## src/logic/fpga_subsys_pkg.sv

```systemverilog
////////////////////////////////////////////////////////////////////////////
// Register subsystem package
// Widths, register map addresses and the structs shared between the blocks
////////////////////////////////////////////////////////////////////////////
package fpga_subsys_pkg;

    localparam int NUM_MOTORS = 4;                    // Drive motors, servos and fault inputs
    localparam int ADDR_W     = 6;                    // Register address width
    localparam int DATA_W     = 8;                    // Register data width

    typedef logic [ADDR_W-1:0] reg_addr_t;            // Register address
    typedef logic [DATA_W-1:0] reg_data_t;            // Register data

    ////////////////////////////////////////////////////////////////////////////
    // Register map
    ////////////////////////////////////////////////////////////////////////////
    localparam reg_addr_t ADDR_DRIVE0   = 6'h00;      // Drive commands 0x00 to 0x03
    localparam reg_addr_t ADDR_SERVO0   = 6'h04;      // Servo positions 0x04 to 0x07
    localparam reg_addr_t ADDR_LED_CTRL = 6'h08;      // LED test enable and values
    localparam reg_addr_t ADDR_LINK     = 6'h09;      // Host link flags
    localparam reg_addr_t ADDR_FAULT    = 6'h0A;      // Live fault inputs, read only

    localparam logic DEBUG_LAMP_ON = 1'b1;            // Debug lamp level outside LED test

    // One drive motor command byte, sent whole on the UART
    typedef struct packed {
        logic       brake;                            // Brake request
        logic       enable;                           // Motor enable
        logic       direction;                        // Spin direction
        logic [4:0] speed;                            // Speed setting
    } drive_cmd_t;

    // One register access from the SPI link
    typedef struct packed {
        reg_addr_t  address;                          // Target register
        logic       write_en;                         // One clock write strobe
        reg_data_t  wr_data;                          // Write data
        logic       read_en;                          // One clock read strobe
    } reg_access_t;

    // Status lamps, fault lamp in the MSB
    typedef struct packed {
        logic fault;                                  // Any motor fault
        logic pi;                                     // Pi link up
        logic ps4;                                    // PS4 link up
        logic debug;                                  // Debug lamp
    } status_led_t;

endpackage

```

## src/logic/spi_slave.sv

```systemverilog
////////////////////////////////////////////////////////////////////////////
// SPI mode 0 slave
// Turns two-byte command/data frames into register read and write strobes
////////////////////////////////////////////////////////////////////////////
`timescale 1ns/1ps

module spi_slave import fpga_subsys_pkg::*; (
    input  logic        clock,                        // System clock
    input  logic        rst_n,                        // Async reset, active low
    input  logic        spi_clock,                    // SPI clock from host
    input  logic        cs_n,                         // Chip select, active low
    input  logic        mosi,                         // Host to slave data
    output logic        miso,                         // Slave to host data
    output reg_access_t reg_access,                   // Register access strobes
    input  reg_data_t   rd_data                       // Readback from register file
);

    logic [2:0] sclk_q;                               // Clock sync plus edge stage
    logic [1:0] cs_q;                                 // Chip select sync
    logic [1:0] mosi_q;                               // Data sync
    logic       sclk_rise;                            // Synced rising edge
    logic       sclk_fall;                            // Synced falling edge
    logic       cs_s;                                 // Synced chip select
    logic       mosi_s;                               // Synced data bit
    logic [3:0] bit_cnt;                              // Bits received this frame
    logic [6:0] shift_in;                             // Receive shifter
    logic       is_write;                             // Command byte asked for a write
    logic       rd_load;                              // Readback is valid this clock
    logic [7:0] shift_out;                            // Transmit shifter

    ////////////////////////////////////////////////////////////////////////////
    // Pin synchronizers and edge detect
    ////////////////////////////////////////////////////////////////////////////
    always_ff @(posedge clock or negedge rst_n) begin
        if (!rst_n) begin
            sclk_q <= '0;
            cs_q   <= '1;                             // Idle deselected
            mosi_q <= '0;
        end else begin
            sclk_q <= {sclk_q[1:0], spi_clock};
            cs_q   <= {cs_q[0], cs_n};
            mosi_q <= {mosi_q[0], mosi};
        end
    end

    assign sclk_rise = sclk_q[1] & ~sclk_q[2];
    assign sclk_fall = ~sclk_q[1] & sclk_q[2];
    assign cs_s      = cs_q[1];
    assign mosi_s    = mosi_q[1];

    ////////////////////////////////////////////////////////////////////////////
    // Receive side
    ////////////////////////////////////////////////////////////////////////////
    always_ff @(posedge clock or negedge rst_n) begin
        if (!rst_n) begin
            bit_cnt    <= '0;
            shift_in   <= '0;
            is_write   <= 1'b0;
            reg_access <= '0;
        end else begin
            reg_access.read_en  <= 1'b0;              // Strobes last one clock
            reg_access.write_en <= 1'b0;
            if (cs_s) begin
                bit_cnt <= '0;                        // Short frame is dropped here
            end else if (sclk_rise) begin
                shift_in <= {shift_in[5:0], mosi_s};  // MSB first
                bit_cnt  <= bit_cnt + 4'd1;
                if (bit_cnt == 4'd7) begin            // Command byte complete
                    is_write            <= shift_in[6];
                    reg_access.address  <= {shift_in[4:0], mosi_s};
                    reg_access.read_en  <= ~shift_in[6];
                end
                if (bit_cnt == 4'd15) begin           // Data byte complete
                    reg_access.wr_data  <= {shift_in[6:0], mosi_s};
                    reg_access.write_en <= is_write;
                end
            end
        end
    end

    ////////////////////////////////////////////////////////////////////////////
    // Transmit side
    ////////////////////////////////////////////////////////////////////////////
    always_ff @(posedge clock or negedge rst_n) begin
        if (!rst_n) begin
            rd_load   <= 1'b0;
            shift_out <= '0;
            miso      <= 1'b0;
        end else begin
            rd_load <= reg_access.read_en;            // rd_data lands one clock later
            if (cs_s) begin
                shift_out <= '0;
                miso      <= 1'b0;                    // Low while deselected
            end else if (rd_load) begin
                shift_out <= rd_data;
            end else if (sclk_fall) begin
                miso      <= shift_out[7];            // MSB out first
                shift_out <= {shift_out[6:0], 1'b0};
            end
        end
    end

endmodule

```

## src/logic/reg_file.sv

```systemverilog
////////////////////////////////////////////////////////////////////////////
// Register file
// Address decode, registered readback and status lamp selection
////////////////////////////////////////////////////////////////////////////
`timescale 1ns/1ps

module reg_file import fpga_subsys_pkg::*; (
    input  logic                             clock,          // System clock
    input  logic                             rst_n,          // Async reset, active low
    input  reg_access_t                      reg_access,     // Strobes from SPI slave
    output reg_data_t                        rd_data,        // Registered readback
    input  logic        [NUM_MOTORS-1:0]     motor_fault,    // Live fault inputs
    output drive_cmd_t  [NUM_MOTORS-1:0]     drive_cmd,      // To the UARTs
    output reg_data_t   [NUM_MOTORS-1:0]     servo_position, // To the PWMs
    output status_led_t                      status_led      // Lamp outputs
);

    logic        led_test_en;                        // LED test mode
    status_led_t led_test_val;                       // Lamp values in test mode
    logic        link_pi;                            // Pi connected flag
    logic        link_ps4;                           // PS4 connected flag
    logic        hit_drive;                          // Address in drive block
    logic        hit_servo;                          // Address in servo block
    reg_data_t   rd_mux;                             // Readback select

    assign hit_drive = reg_access.address[ADDR_W-1:2] == ADDR_DRIVE0[ADDR_W-1:2];
    assign hit_servo = reg_access.address[ADDR_W-1:2] == ADDR_SERVO0[ADDR_W-1:2];

    ////////////////////////////////////////////////////////////////////////////
    // Write decode
    ////////////////////////////////////////////////////////////////////////////
    always_ff @(posedge clock or negedge rst_n) begin
        if (!rst_n) begin
            drive_cmd      <= '0;
            servo_position <= '0;
            led_test_en    <= 1'b0;
            led_test_val   <= '0;
            link_pi        <= 1'b0;
            link_ps4       <= 1'b0;
        end else if (reg_access.write_en) begin
            if (hit_drive) begin
                drive_cmd[reg_access.address[1:0]] <= drive_cmd_t'(reg_access.wr_data);
            end else if (hit_servo) begin
                servo_position[reg_access.address[1:0]] <= reg_access.wr_data;
            end else if (reg_access.address == ADDR_LED_CTRL) begin
                led_test_en  <= reg_access.wr_data[4];
                led_test_val <= status_led_t'(reg_access.wr_data[3:0]);
            end else if (reg_access.address == ADDR_LINK) begin
                link_pi  <= reg_access.wr_data[0];
                link_ps4 <= reg_access.wr_data[1];
            end                                      // Fault and unmapped ignored
        end
    end

    ////////////////////////////////////////////////////////////////////////////
    // Readback
    ////////////////////////////////////////////////////////////////////////////
    always_comb begin
        rd_mux = '0;                                 // Unmapped reads 0
        if (hit_drive) begin
            rd_mux = drive_cmd[reg_access.address[1:0]];
        end else if (hit_servo) begin
            rd_mux = servo_position[reg_access.address[1:0]];
        end else if (reg_access.address == ADDR_LED_CTRL) begin
            rd_mux[4:0] = {led_test_en, led_test_val};
        end else if (reg_access.address == ADDR_LINK) begin
            rd_mux[1:0] = {link_ps4, link_pi};
        end else if (reg_access.address == ADDR_FAULT) begin
            rd_mux[NUM_MOTORS-1:0] = motor_fault;    // Live inputs
        end
    end

    always_ff @(posedge clock or negedge rst_n) begin
        if (!rst_n) begin
            rd_data <= '0;
        end else if (reg_access.read_en) begin
            rd_data <= rd_mux;                       // Valid one clock after strobe
        end
    end

    // Lamp select, test values override everything
    always_comb begin
        if (led_test_en) begin
            status_led = led_test_val;
        end else begin
            status_led = '{fault: |motor_fault, pi: link_pi, ps4: link_ps4,
                           debug: DEBUG_LAMP_ON};
        end
    end

endmodule

```

## src/logic/uart_tx.sv

```systemverilog
////////////////////////////////////////////////////////////////////////////
// Free-running 8N1 UART transmitter
// Repeats one drive motor command byte back to back
////////////////////////////////////////////////////////////////////////////
`timescale 1ns/1ps

module uart_tx import fpga_subsys_pkg::*; #(
    parameter int BAUD_DIVISION = 116                // Clocks per bit
) (
    input  logic       clock,                        // System clock
    input  logic       rst_n,                        // Async reset, active low
    input  drive_cmd_t tx_data,                      // Command byte to repeat
    output logic       tx                            // Serial line
);

    localparam int CNT_W = $clog2(BAUD_DIVISION);

    logic [CNT_W-1:0] baud_cnt;                      // Clocks into current bit
    logic [3:0]       bit_idx;                       // 0 start, 1..8 data, 9 stop
    reg_data_t        data_q;                        // Byte latched at start bit
    logic             bit_end;                       // Last clock of a bit

    assign bit_end = baud_cnt == CNT_W'(BAUD_DIVISION - 1);

    always_ff @(posedge clock or negedge rst_n) begin
        if (!rst_n) begin
            baud_cnt <= CNT_W'(BAUD_DIVISION - 1);   // First clock out starts a frame
            bit_idx  <= 4'd9;
            data_q   <= '0;
            tx       <= 1'b1;                        // Line idles high
        end else if (bit_end) begin
            baud_cnt <= '0;
            if (bit_idx == 4'd9) begin               // Stop done, start next frame
                data_q  <= tx_data;
                tx      <= 1'b0;
                bit_idx <= 4'd0;
            end else if (bit_idx == 4'd8) begin      // Last data bit done
                tx      <= 1'b1;
                bit_idx <= 4'd9;
            end else begin
                tx      <= data_q[bit_idx[2:0]];     // LSB first
                bit_idx <= bit_idx + 4'd1;
            end
        end else begin
            baud_cnt <= baud_cnt + 1'b1;
        end
    end

endmodule

```

## src/logic/servo_pwm.sv

```systemverilog
////////////////////////////////////////////////////////////////////////////
// Servo PWM, 8-bit duty over a 256 clock period
////////////////////////////////////////////////////////////////////////////
`timescale 1ns/1ps

module servo_pwm import fpga_subsys_pkg::*; (
    input  logic      clock,                         // System clock
    input  logic      rst_n,                         // Async reset, active low
    input  reg_data_t ratio,                         // High clocks per period
    output logic      pwm                            // Duty waveform
);

    reg_data_t cnt;                                  // Free-running period counter
    reg_data_t ratio_q;                              // Ratio for current period

    always_ff @(posedge clock or negedge rst_n) begin
        if (!rst_n) begin
            cnt     <= '0;
            ratio_q <= '0;
            pwm     <= 1'b0;
        end else begin
            cnt <= cnt + 1'b1;                       // Wraps every 256
            if (cnt == '1) begin
                ratio_q <= ratio;                    // Reload on wrap
            end
            pwm <= cnt < ratio_q;
        end
    end

endmodule

```

## src/logic/fpga_subsys.sv

```systemverilog
////////////////////////////////////////////////////////////////////////////
// Control board register subsystem
// SPI slave, register file, drive motor UARTs and servo PWMs
////////////////////////////////////////////////////////////////////////////
`timescale 1ns/1ps

module fpga_subsys import fpga_subsys_pkg::*; #(
    parameter int BAUD_DIVISION = 116                // UART clocks per bit
) (
    input  logic                  clock,             // System clock
    input  logic                  rst_n,             // Async reset, active low
    input  logic                  spi_clock,         // SPI clock
    input  logic                  cs_n,              // SPI chip select
    input  logic                  mosi,              // SPI host data
    output logic                  miso,              // SPI slave data
    input  logic [NUM_MOTORS-1:0] motor_fault,       // Motor fault inputs
    output logic [NUM_MOTORS-1:0] sd_uart,           // Drive motor UART lines
    output logic [NUM_MOTORS-1:0] servo_pwm,         // Servo PWM lines
    output status_led_t           status_led         // Status lamps
);

    reg_access_t                  reg_access;        // SPI to register file
    reg_data_t                    rd_data;           // Readback to SPI
    drive_cmd_t [NUM_MOTORS-1:0]  drive_cmd;         // Drive command registers
    reg_data_t  [NUM_MOTORS-1:0]  servo_position;    // Servo position registers

    spi_slave u_spi (
        .clock      (clock),
        .rst_n      (rst_n),
        .spi_clock  (spi_clock),
        .cs_n       (cs_n),
        .mosi       (mosi),
        .miso       (miso),
        .reg_access (reg_access),
        .rd_data    (rd_data)
    );

    reg_file u_regs (
        .clock          (clock),
        .rst_n          (rst_n),
        .reg_access     (reg_access),
        .rd_data        (rd_data),
        .motor_fault    (motor_fault),
        .drive_cmd      (drive_cmd),
        .servo_position (servo_position),
        .status_led     (status_led)
    );

    ////////////////////////////////////////////////////////////////////////////
    // Per motor outputs
    ////////////////////////////////////////////////////////////////////////////
    for (genvar i = 0; i < NUM_MOTORS; i++) begin : gen_motor
        uart_tx #(.BAUD_DIVISION(BAUD_DIVISION)) u_uart (
            .clock   (clock),
            .rst_n   (rst_n),
            .tx_data (drive_cmd[i]),
            .tx      (sd_uart[i])
        );

        servo_pwm u_pwm (
            .clock (clock),
            .rst_n (rst_n),
            .ratio (servo_position[i]),
            .pwm   (servo_pwm[i])
        );
    end

endmodule

```

## config.mk

```make
export PLATFORM = sky130hd
export DESIGN_NAME = fpga_subsys
export DESIGN_NICKNAME = d
export VERILOG_FILES = /design/src/logic/fpga_subsys_pkg.sv /design/src/logic/spi_slave.sv /design/src/logic/reg_file.sv /design/src/logic/uart_tx.sv /design/src/logic/servo_pwm.sv /design/src/logic/fpga_subsys.sv
export SDC_FILE = /design/constraint.sdc
export NUM_CORES = 1
export LEC_CHECK = 0
export ABC_AREA = 1
export BUFFER_PORTS_ARGS = -buffer_cell sky130_fd_sc_hd__buf_2
export CORE_MARGIN = 1.5
export CORE_UTILIZATION = 63
export CTS_CLUSTER_DIAMETER = 60
export DETAILED_ROUTE_END_ITERATION = 16
export GPL_ROUTABILITY_DRIVEN = 0
export PLACE_DENSITY_LB_ADDON = 0.08
export SLEW_MARGIN = 20
export SYNTH_ARGS = -nofsm -noshare
export SYNTH_HDL_FRONTEND = slang
export SYNTH_SLANG_ARGS = --single-unit
```

## constraint.sdc

```tcl
create_clock -name clock -period 2.2 [get_ports clock]
set_input_delay 0.11 -clock clock [delete_from_list [all_inputs] [get_ports clock]]
set_output_delay 0.11 -clock clock [all_outputs]
set_load 0.02 [all_outputs]
```

# Word-level counts from Yosys, hierarchy flattened
# Cells that the tools add are included.
[totals] regBits=272 input_bits=9 output_inout_bits=13 elab_cells=199
[classes] n_addsub=13 order_cmp=10 eq_ne=23 muxes=57 bitwise_logic=9 n_reduce_logical=18
[ops] operator="$bwmux W32" count=2
[ops] operator="$mux W8" count=7
[ops] operator="$mux W4" count=13
[ops] operator="$eq A4 B4 Y1 const B" count=9
[ops] operator="$add A8 B1 Y8 const B" count=4
[ops] operator="$bmux W8 S2" count=2
[ops] operator="$eq A8 B8 Y1 const B" count=4
[ops] operator="$lt A8 B8 Y1" count=4
[ops] operator="$add A7 B1 Y7 const B" count=4
[ops] operator="$eq A7 B7 Y1 const B" count=4
[ops] operator="$mux W7" count=4
[ops] operator="$add A4 B1 Y4 const B" count=5
[ops] operator="$mux W10" count=2
[ops] operator="$eq A6 B4 Y1 const B" count=3
[ops] operator="$mux W1" count=17
[ops] operator="$demux W8 S2" count=1
[ops] operator="$lt A3 B4 Y1 const B" count=4
[ops] operator="$reduce_and A2 Y1" count=7
[ops] operator="$bmux W1 S3" count=4
[ops] operator="$mux W9" count=1
[ops] operator="$reduce_and A3 Y1" count=3
[ops] operator="$not A1 Y1" count=7
[ops] operator="$mux W5" count=1
[ops] operator="$reduce_and A5 Y1" count=1
[ops] operator="14 further kinds" count=17

# Longest topological paths before layout
[logic_depth] ltp_word=6 depth_mapped=10 ltp_nobuf=9

# Modules after synthesis
# From an unflattened synthesis, not the netlist that was laid out.
[hier_totals] hier_cells=1472 area_unflattened_um2=13216.4
[by_module_without_submodules] mod="reg_file" n_inst=1 cells_per_inst=441 area_each_um2=3711.1 seq_area_each_um2=1976.9
[by_module_without_submodules] mod="servo_pwm" n_inst=4 cells_per_inst=90 area_each_um2=889.6 seq_area_each_um2=425.4
[by_module_without_submodules] mod="uart_tx (gen_motor[0].u_uart ...)" n_inst=3 cells_per_inst=121 area_each_um2=1031.0 seq_area_each_um2=510.5
[by_module_without_submodules] mod="spi_slave" n_inst=1 cells_per_inst=190 area_each_um2=1823.0 seq_area_each_um2=1128.6
[by_module_without_submodules] mod="uart_tx (gen_motor[3].u_uart)" n_inst=1 cells_per_inst=118 area_each_um2=1031.0 seq_area_each_um2=510.5

# Worst setup path after synthesis
# No wires, ideal clock.
[synth_timing] path_type="flip-flop to flip-flop" from="register gen_motor[2].u_uart.baud_cnt[0]" to="register gen_motor[2].u_uart.data_q[2]" setup_ns=0.126 arrival_ns=1.491 required_ns=2.074 path_slack_ns=0.583 path_stages_with_launch=10 n_path_buf=1 synth_period_minus_slack_ns=1.617 cell_sequence="dfstp_2 ha_1 nand2_1 nor2_1 nand3_2 nor2_2 inv_1 buf_2 nand2_1 o21ai_0"
[synth_via] elab_chain_cells=2
[synth_lines] element="start, declared" line_no="uart_tx.sv:18" text="logic [CNT_W-1:0] baud_cnt;"
[synth_lines] element="start signal, assigned" line_no="uart_tx.sv:27" text="baud_cnt <= CNT_W'(BAUD_DIVISION - 1);"
[synth_lines] element="start signal, assigned" line_no="uart_tx.sv:45" text="baud_cnt <= baud_cnt + 1'b1;"
[synth_lines] element="$eq A7 B7 Y1" line_no="uart_tx.sv:23" text="assign bit_end = baud_cnt == CNT_W'(BAUD_DIVISION - 1);"
[synth_lines] element="$reduce_and A2 Y1 (no line)"
[synth_lines] element="end signal, assigned" line_no="uart_tx.sv:34" text="data_q <= tx_data;"
[synth_lines] element="end, declared" line_no="uart_tx.sv:20" text="reg_data_t data_q;"
# No other way between the ends.
# A chain may end at the register's enable or synchronous reset.

# Worst setup path after layout
[layout_timing] from="register gen_motor[2].u_uart.baud_cnt[0]" to="register gen_motor[2].u_uart.data_q[3]"
# The elaborated chain is that of the path after synthesis.

==> key figures <==
Run status
  – Status: complete, no violations

Setup path
  – Worst Setup End Kind: flop
  – Most used cell, CP: nand2_1
  – Required @ worst endpoint: 2.60 ns
  – Critical Path Source Type: flop
  – Crit path max fanout: 11
  – Critical path's slowest cell: dfstp_2
  – Arr. time, crit path: 2.28 ns
  – CP peak stage delay: 0.54 ns
  – CP top delay family: simple AND/OR/NAND/NOR gates
  – Kind of critical path: reg -> reg
  – WP buf/inv: 1
  – Critical Path, Cell by Cell: ha_1 -> nand2_1 -> nor2_1 -> nand3_2 -> nor2_2 -> inv_1 -> nand2_1 -> o21ai_0

Clock tree
  – Skew-Pair Late Insertion Delay: 0.54 ns
  – Clock buffer depth: 3
  – CTS Buf Count: 29
  – Clk sink count: 272
  – CTS tree: built
  – Postcts setup bufs: 0
  – CTS root buf: clkbuf_16
  – Number of H-tree levels: 1
  – CTS clk-pin slew, worst paths: 0.06 ns
  – CTS resizes: 0

Die
  – Die X: 145 um
  – Boundary Pins: 22
  – Die Span Y: 145 um
  – Row count: 51
  – Starting Density: 64.7%
  – Core ar.: 0.0197 mm2
  – Die area: 0.0210 mm2

Logic synthesis
  – Synth Area in XOR/XNOR: 2.14%
  – Syn_area_per_cell: 8.94 um2
  – Synth area leader: dfrtp_1
  – Synth Area in Compound Gates: 10.7%
  – Post-synth top area share: 46.9%
  – Post-synth ARST share: 100%
  – Largest family of logic cells by synthesized area: simple AND/OR/NAND/NOR gates
  – Most instantiated cells after synthesis: nand2_1, dfrtp_1, inv_1
  – Syn nets: 1480
  – Largest cells by area after synthesis: dfrtp_1, nand2_1, dfstp_2, ha_1, inv_1
  – Cells after Synth: 1422
  – Synth Area in Simple Gates: 21.7%
  – Post-synth EDFFs: 0
  – Number of distinct library cells after synthesis: 39
  – Register area share after synthesis: 53.9%
  – Yosys reg bits: 272
  – Post-synthesis mux area share: 0%
  – Synth Cell Area: 0.0127 mm2
  – Most used flip-flop cell after synthesis: dfrtp_1
  – Count leader, synth: nand2_1
  – Synth Area in Adders: 4.82%
  – Yosys warns: 0

Power and ir drop
  – Leak Pwr: 0.00675 uW
  – Pwr per Cell Area: 763 mW/mm2
  – VDD IR max: 0.000656 V

Global route
  – Initial antenna violation count: 0
  – Vias in the first global route: 9231
  – Largest net degree at the start of global routing: 77
  – Total gr overflow: 0
  – Tot GR Track Use: 26.3%
  – First-pass GRT wire length: 45.4 mm

Route
  – Final ANT Viol Nets: 0
  – DR vias: 9429
  – TritonRoute pass-1 iters: 5
  – Routed wire length: 26.2 mm
  – Drt drc: 0
  – DR vias/cell: 5.41
  – Routed length per instance: 15.0 um
  – First DRT Iteration DRCs: 650

STA
  – Peak Freq: 532 MHz
  – Slew Limit Fails: 0
  – Worst setup margin: 0.319 ns
  – Final min period: 1.88 ns
  – Part of the cycle the worst path needs: 85.5%
  – Setup TNS: 0 ns
  – Max-slew headroom: 57.3%
  – Final setup violation count: 0
  – RSZ-0062 raised after global routing: false
  – Final Hold Viols: 0
  – Worst slew pin tran: 0.640 ns
  – Setup Skew: 0.0194 ns

Cells and area
  – Area of the multi-input gates: 0.00500 mm2
  – Inserted Diodes: 0
  – Fraction of layout cells with a size suffix above 1: 12.2%
  – FILL cells: 1475
  – Final net count: 1514
  – FF/Latch Area: 0.00685 mm2
  – P&R area growth vs syn: 11.9%

Placement
  – Dpl hpwl: 18.3 mm
  – Buffers on Ports: 21
  – Pre-CTS setup slack: 0.408 ns

Flow run
  – Max-cap violations: 0

Min path
  – HP Class: in -> reg
-- flip-flops by register name, indices dropped and copies added (netlist names), 2 cells and up --
name / count
u_spi.reg_access: 16
gen_motor.u_uart.data_q: 32
u_spi.shift_in: 7
u_spi.shift_out: 8
gen_motor.u_uart.bit_idx: 16
gen_motor.u_uart.baud_cnt: 28
u_regs.servo_position: 32
gen_motor.u_uart.tx: 4
u_spi.bit_cnt: 4
u_spi.mosi_q: 2
gen_motor.u_pwm.ratio_q: 32
u_regs.drive_cmd: 32
u_spi.sclk_q: 3
gen_motor.u_pwm.pwm: 4
u_regs.led_test_val: 4
u_regs.rd_data: 8
u_spi.cs_q: 2
gen_motor.u_pwm.cnt: 32
-- power breakdown --
group / leakage [uW] / internal [uW] / switching [uW] / total, uW
clock network: 0.000545 / 3610 / 1950 / 5560
registers: 0.00358 / 5050 / 23.1 / 5080
logic: 0.00263 / 56.4 / 156 / 213
-- metal layers --
layer	global-route usage (%)	wire length, um
met1	36.8	12000
met2	42.5	12200
met3	4.03	1230
met4	8.14	749
met5	0	0
-- layout make-up --
| cell class | count | area share [%] |
|---|---|---|
| timing repair buffer | 38 | 2.18 |
| clock inverter | 12 | 1.85 |
| inverter | 164 | 4.33 |
| clock buffer | 41 | 5.98 |
| tap | 265 | 2.33 |
| multi-input combinational | 951 | 35.2 |
| sequential | 272 | 48.2 |
-- through the flow --
| stage | cells | area [um2] | hold slack, ns | utilization, % | total power (uW) |
|---|---|---|---|---|---|
| final | 1743 | 14200 | 0.0411 | 72.4 | 10800 |
| after floorplan | 1422 | 12700 | -0.186 | - | 5220 |
| after detailed placement | 1683 | 13000 | 0.134 | 66.3 | 5370 |
| after global routing | 1743 | 14200 | 0.0619 | 72.4 | 11200 |
| after CTS | 1743 | 14200 | 0.0307 | 72.4 | 10900 |
| after global placement | 1683 | 13000 | 0.129 | 66.3 | 5370 |
-- what timing repair did --
action	in CTS	in global routing
setup endpoints to repair	0	0
hold endpoints to repair	96	0
hold buffers	7	0
-- logic make-up (layout without fill, tap and decap cells) --
family / after synthesis / in the layout
buf+inv: 199 / 255
compound gates: 244 / 244
fa+ha+maj: 49 / 49
simple gates: 627 / 627
flops: 272 / 272
xor+xnor: 31 / 31
-- tightest hold or removal path: stages --
cell	delay [ns]
buf_2	0.12
nand3_1	0.08
nand3_1	0.09
nor2_1	0.09
a21oi_1	0.06
-- layout by cell type, fill, tap and decap left out, drive strengths merged, types with 31 or more instances in the layout --
cell	netlist	final
a21oi	52	52
buf	31	31
clkbuf	4	41
dfrtp	238	238
dfstp	34	34
ha	49	49
inv	163	163
nand2	405	405
nand3	99	99
nor2	96	96
o21ai	172	172
-- final timing paths --
kind                                                       from                         endpoint  slack [ns]  depth (start not counted)
min in group asynchronous                                 rst_n  gen_motor[2].u_uart.baud_cnt[3]        0.16                          2
worst max-delay path            gen_motor[2].u_uart.baud_cnt[0]    gen_motor[2].u_uart.data_q[3]        0.32                          8
worst min register to register                  u_spi.sclk_q[0]                  u_spi.sclk_q[1]        0.35                          0
max in group asynchronous                                 rst_n                    u_spi.cs_q[0]        1.32                          3
worst min-delay path                             motor_fault[0]                u_regs.rd_data[0]        0.04                          5
worst max register to register  gen_motor[2].u_uart.baud_cnt[0]    gen_motor[2].u_uart.data_q[3]        0.32                          8
No activity file was read; power rests on OpenSTA's default activity.
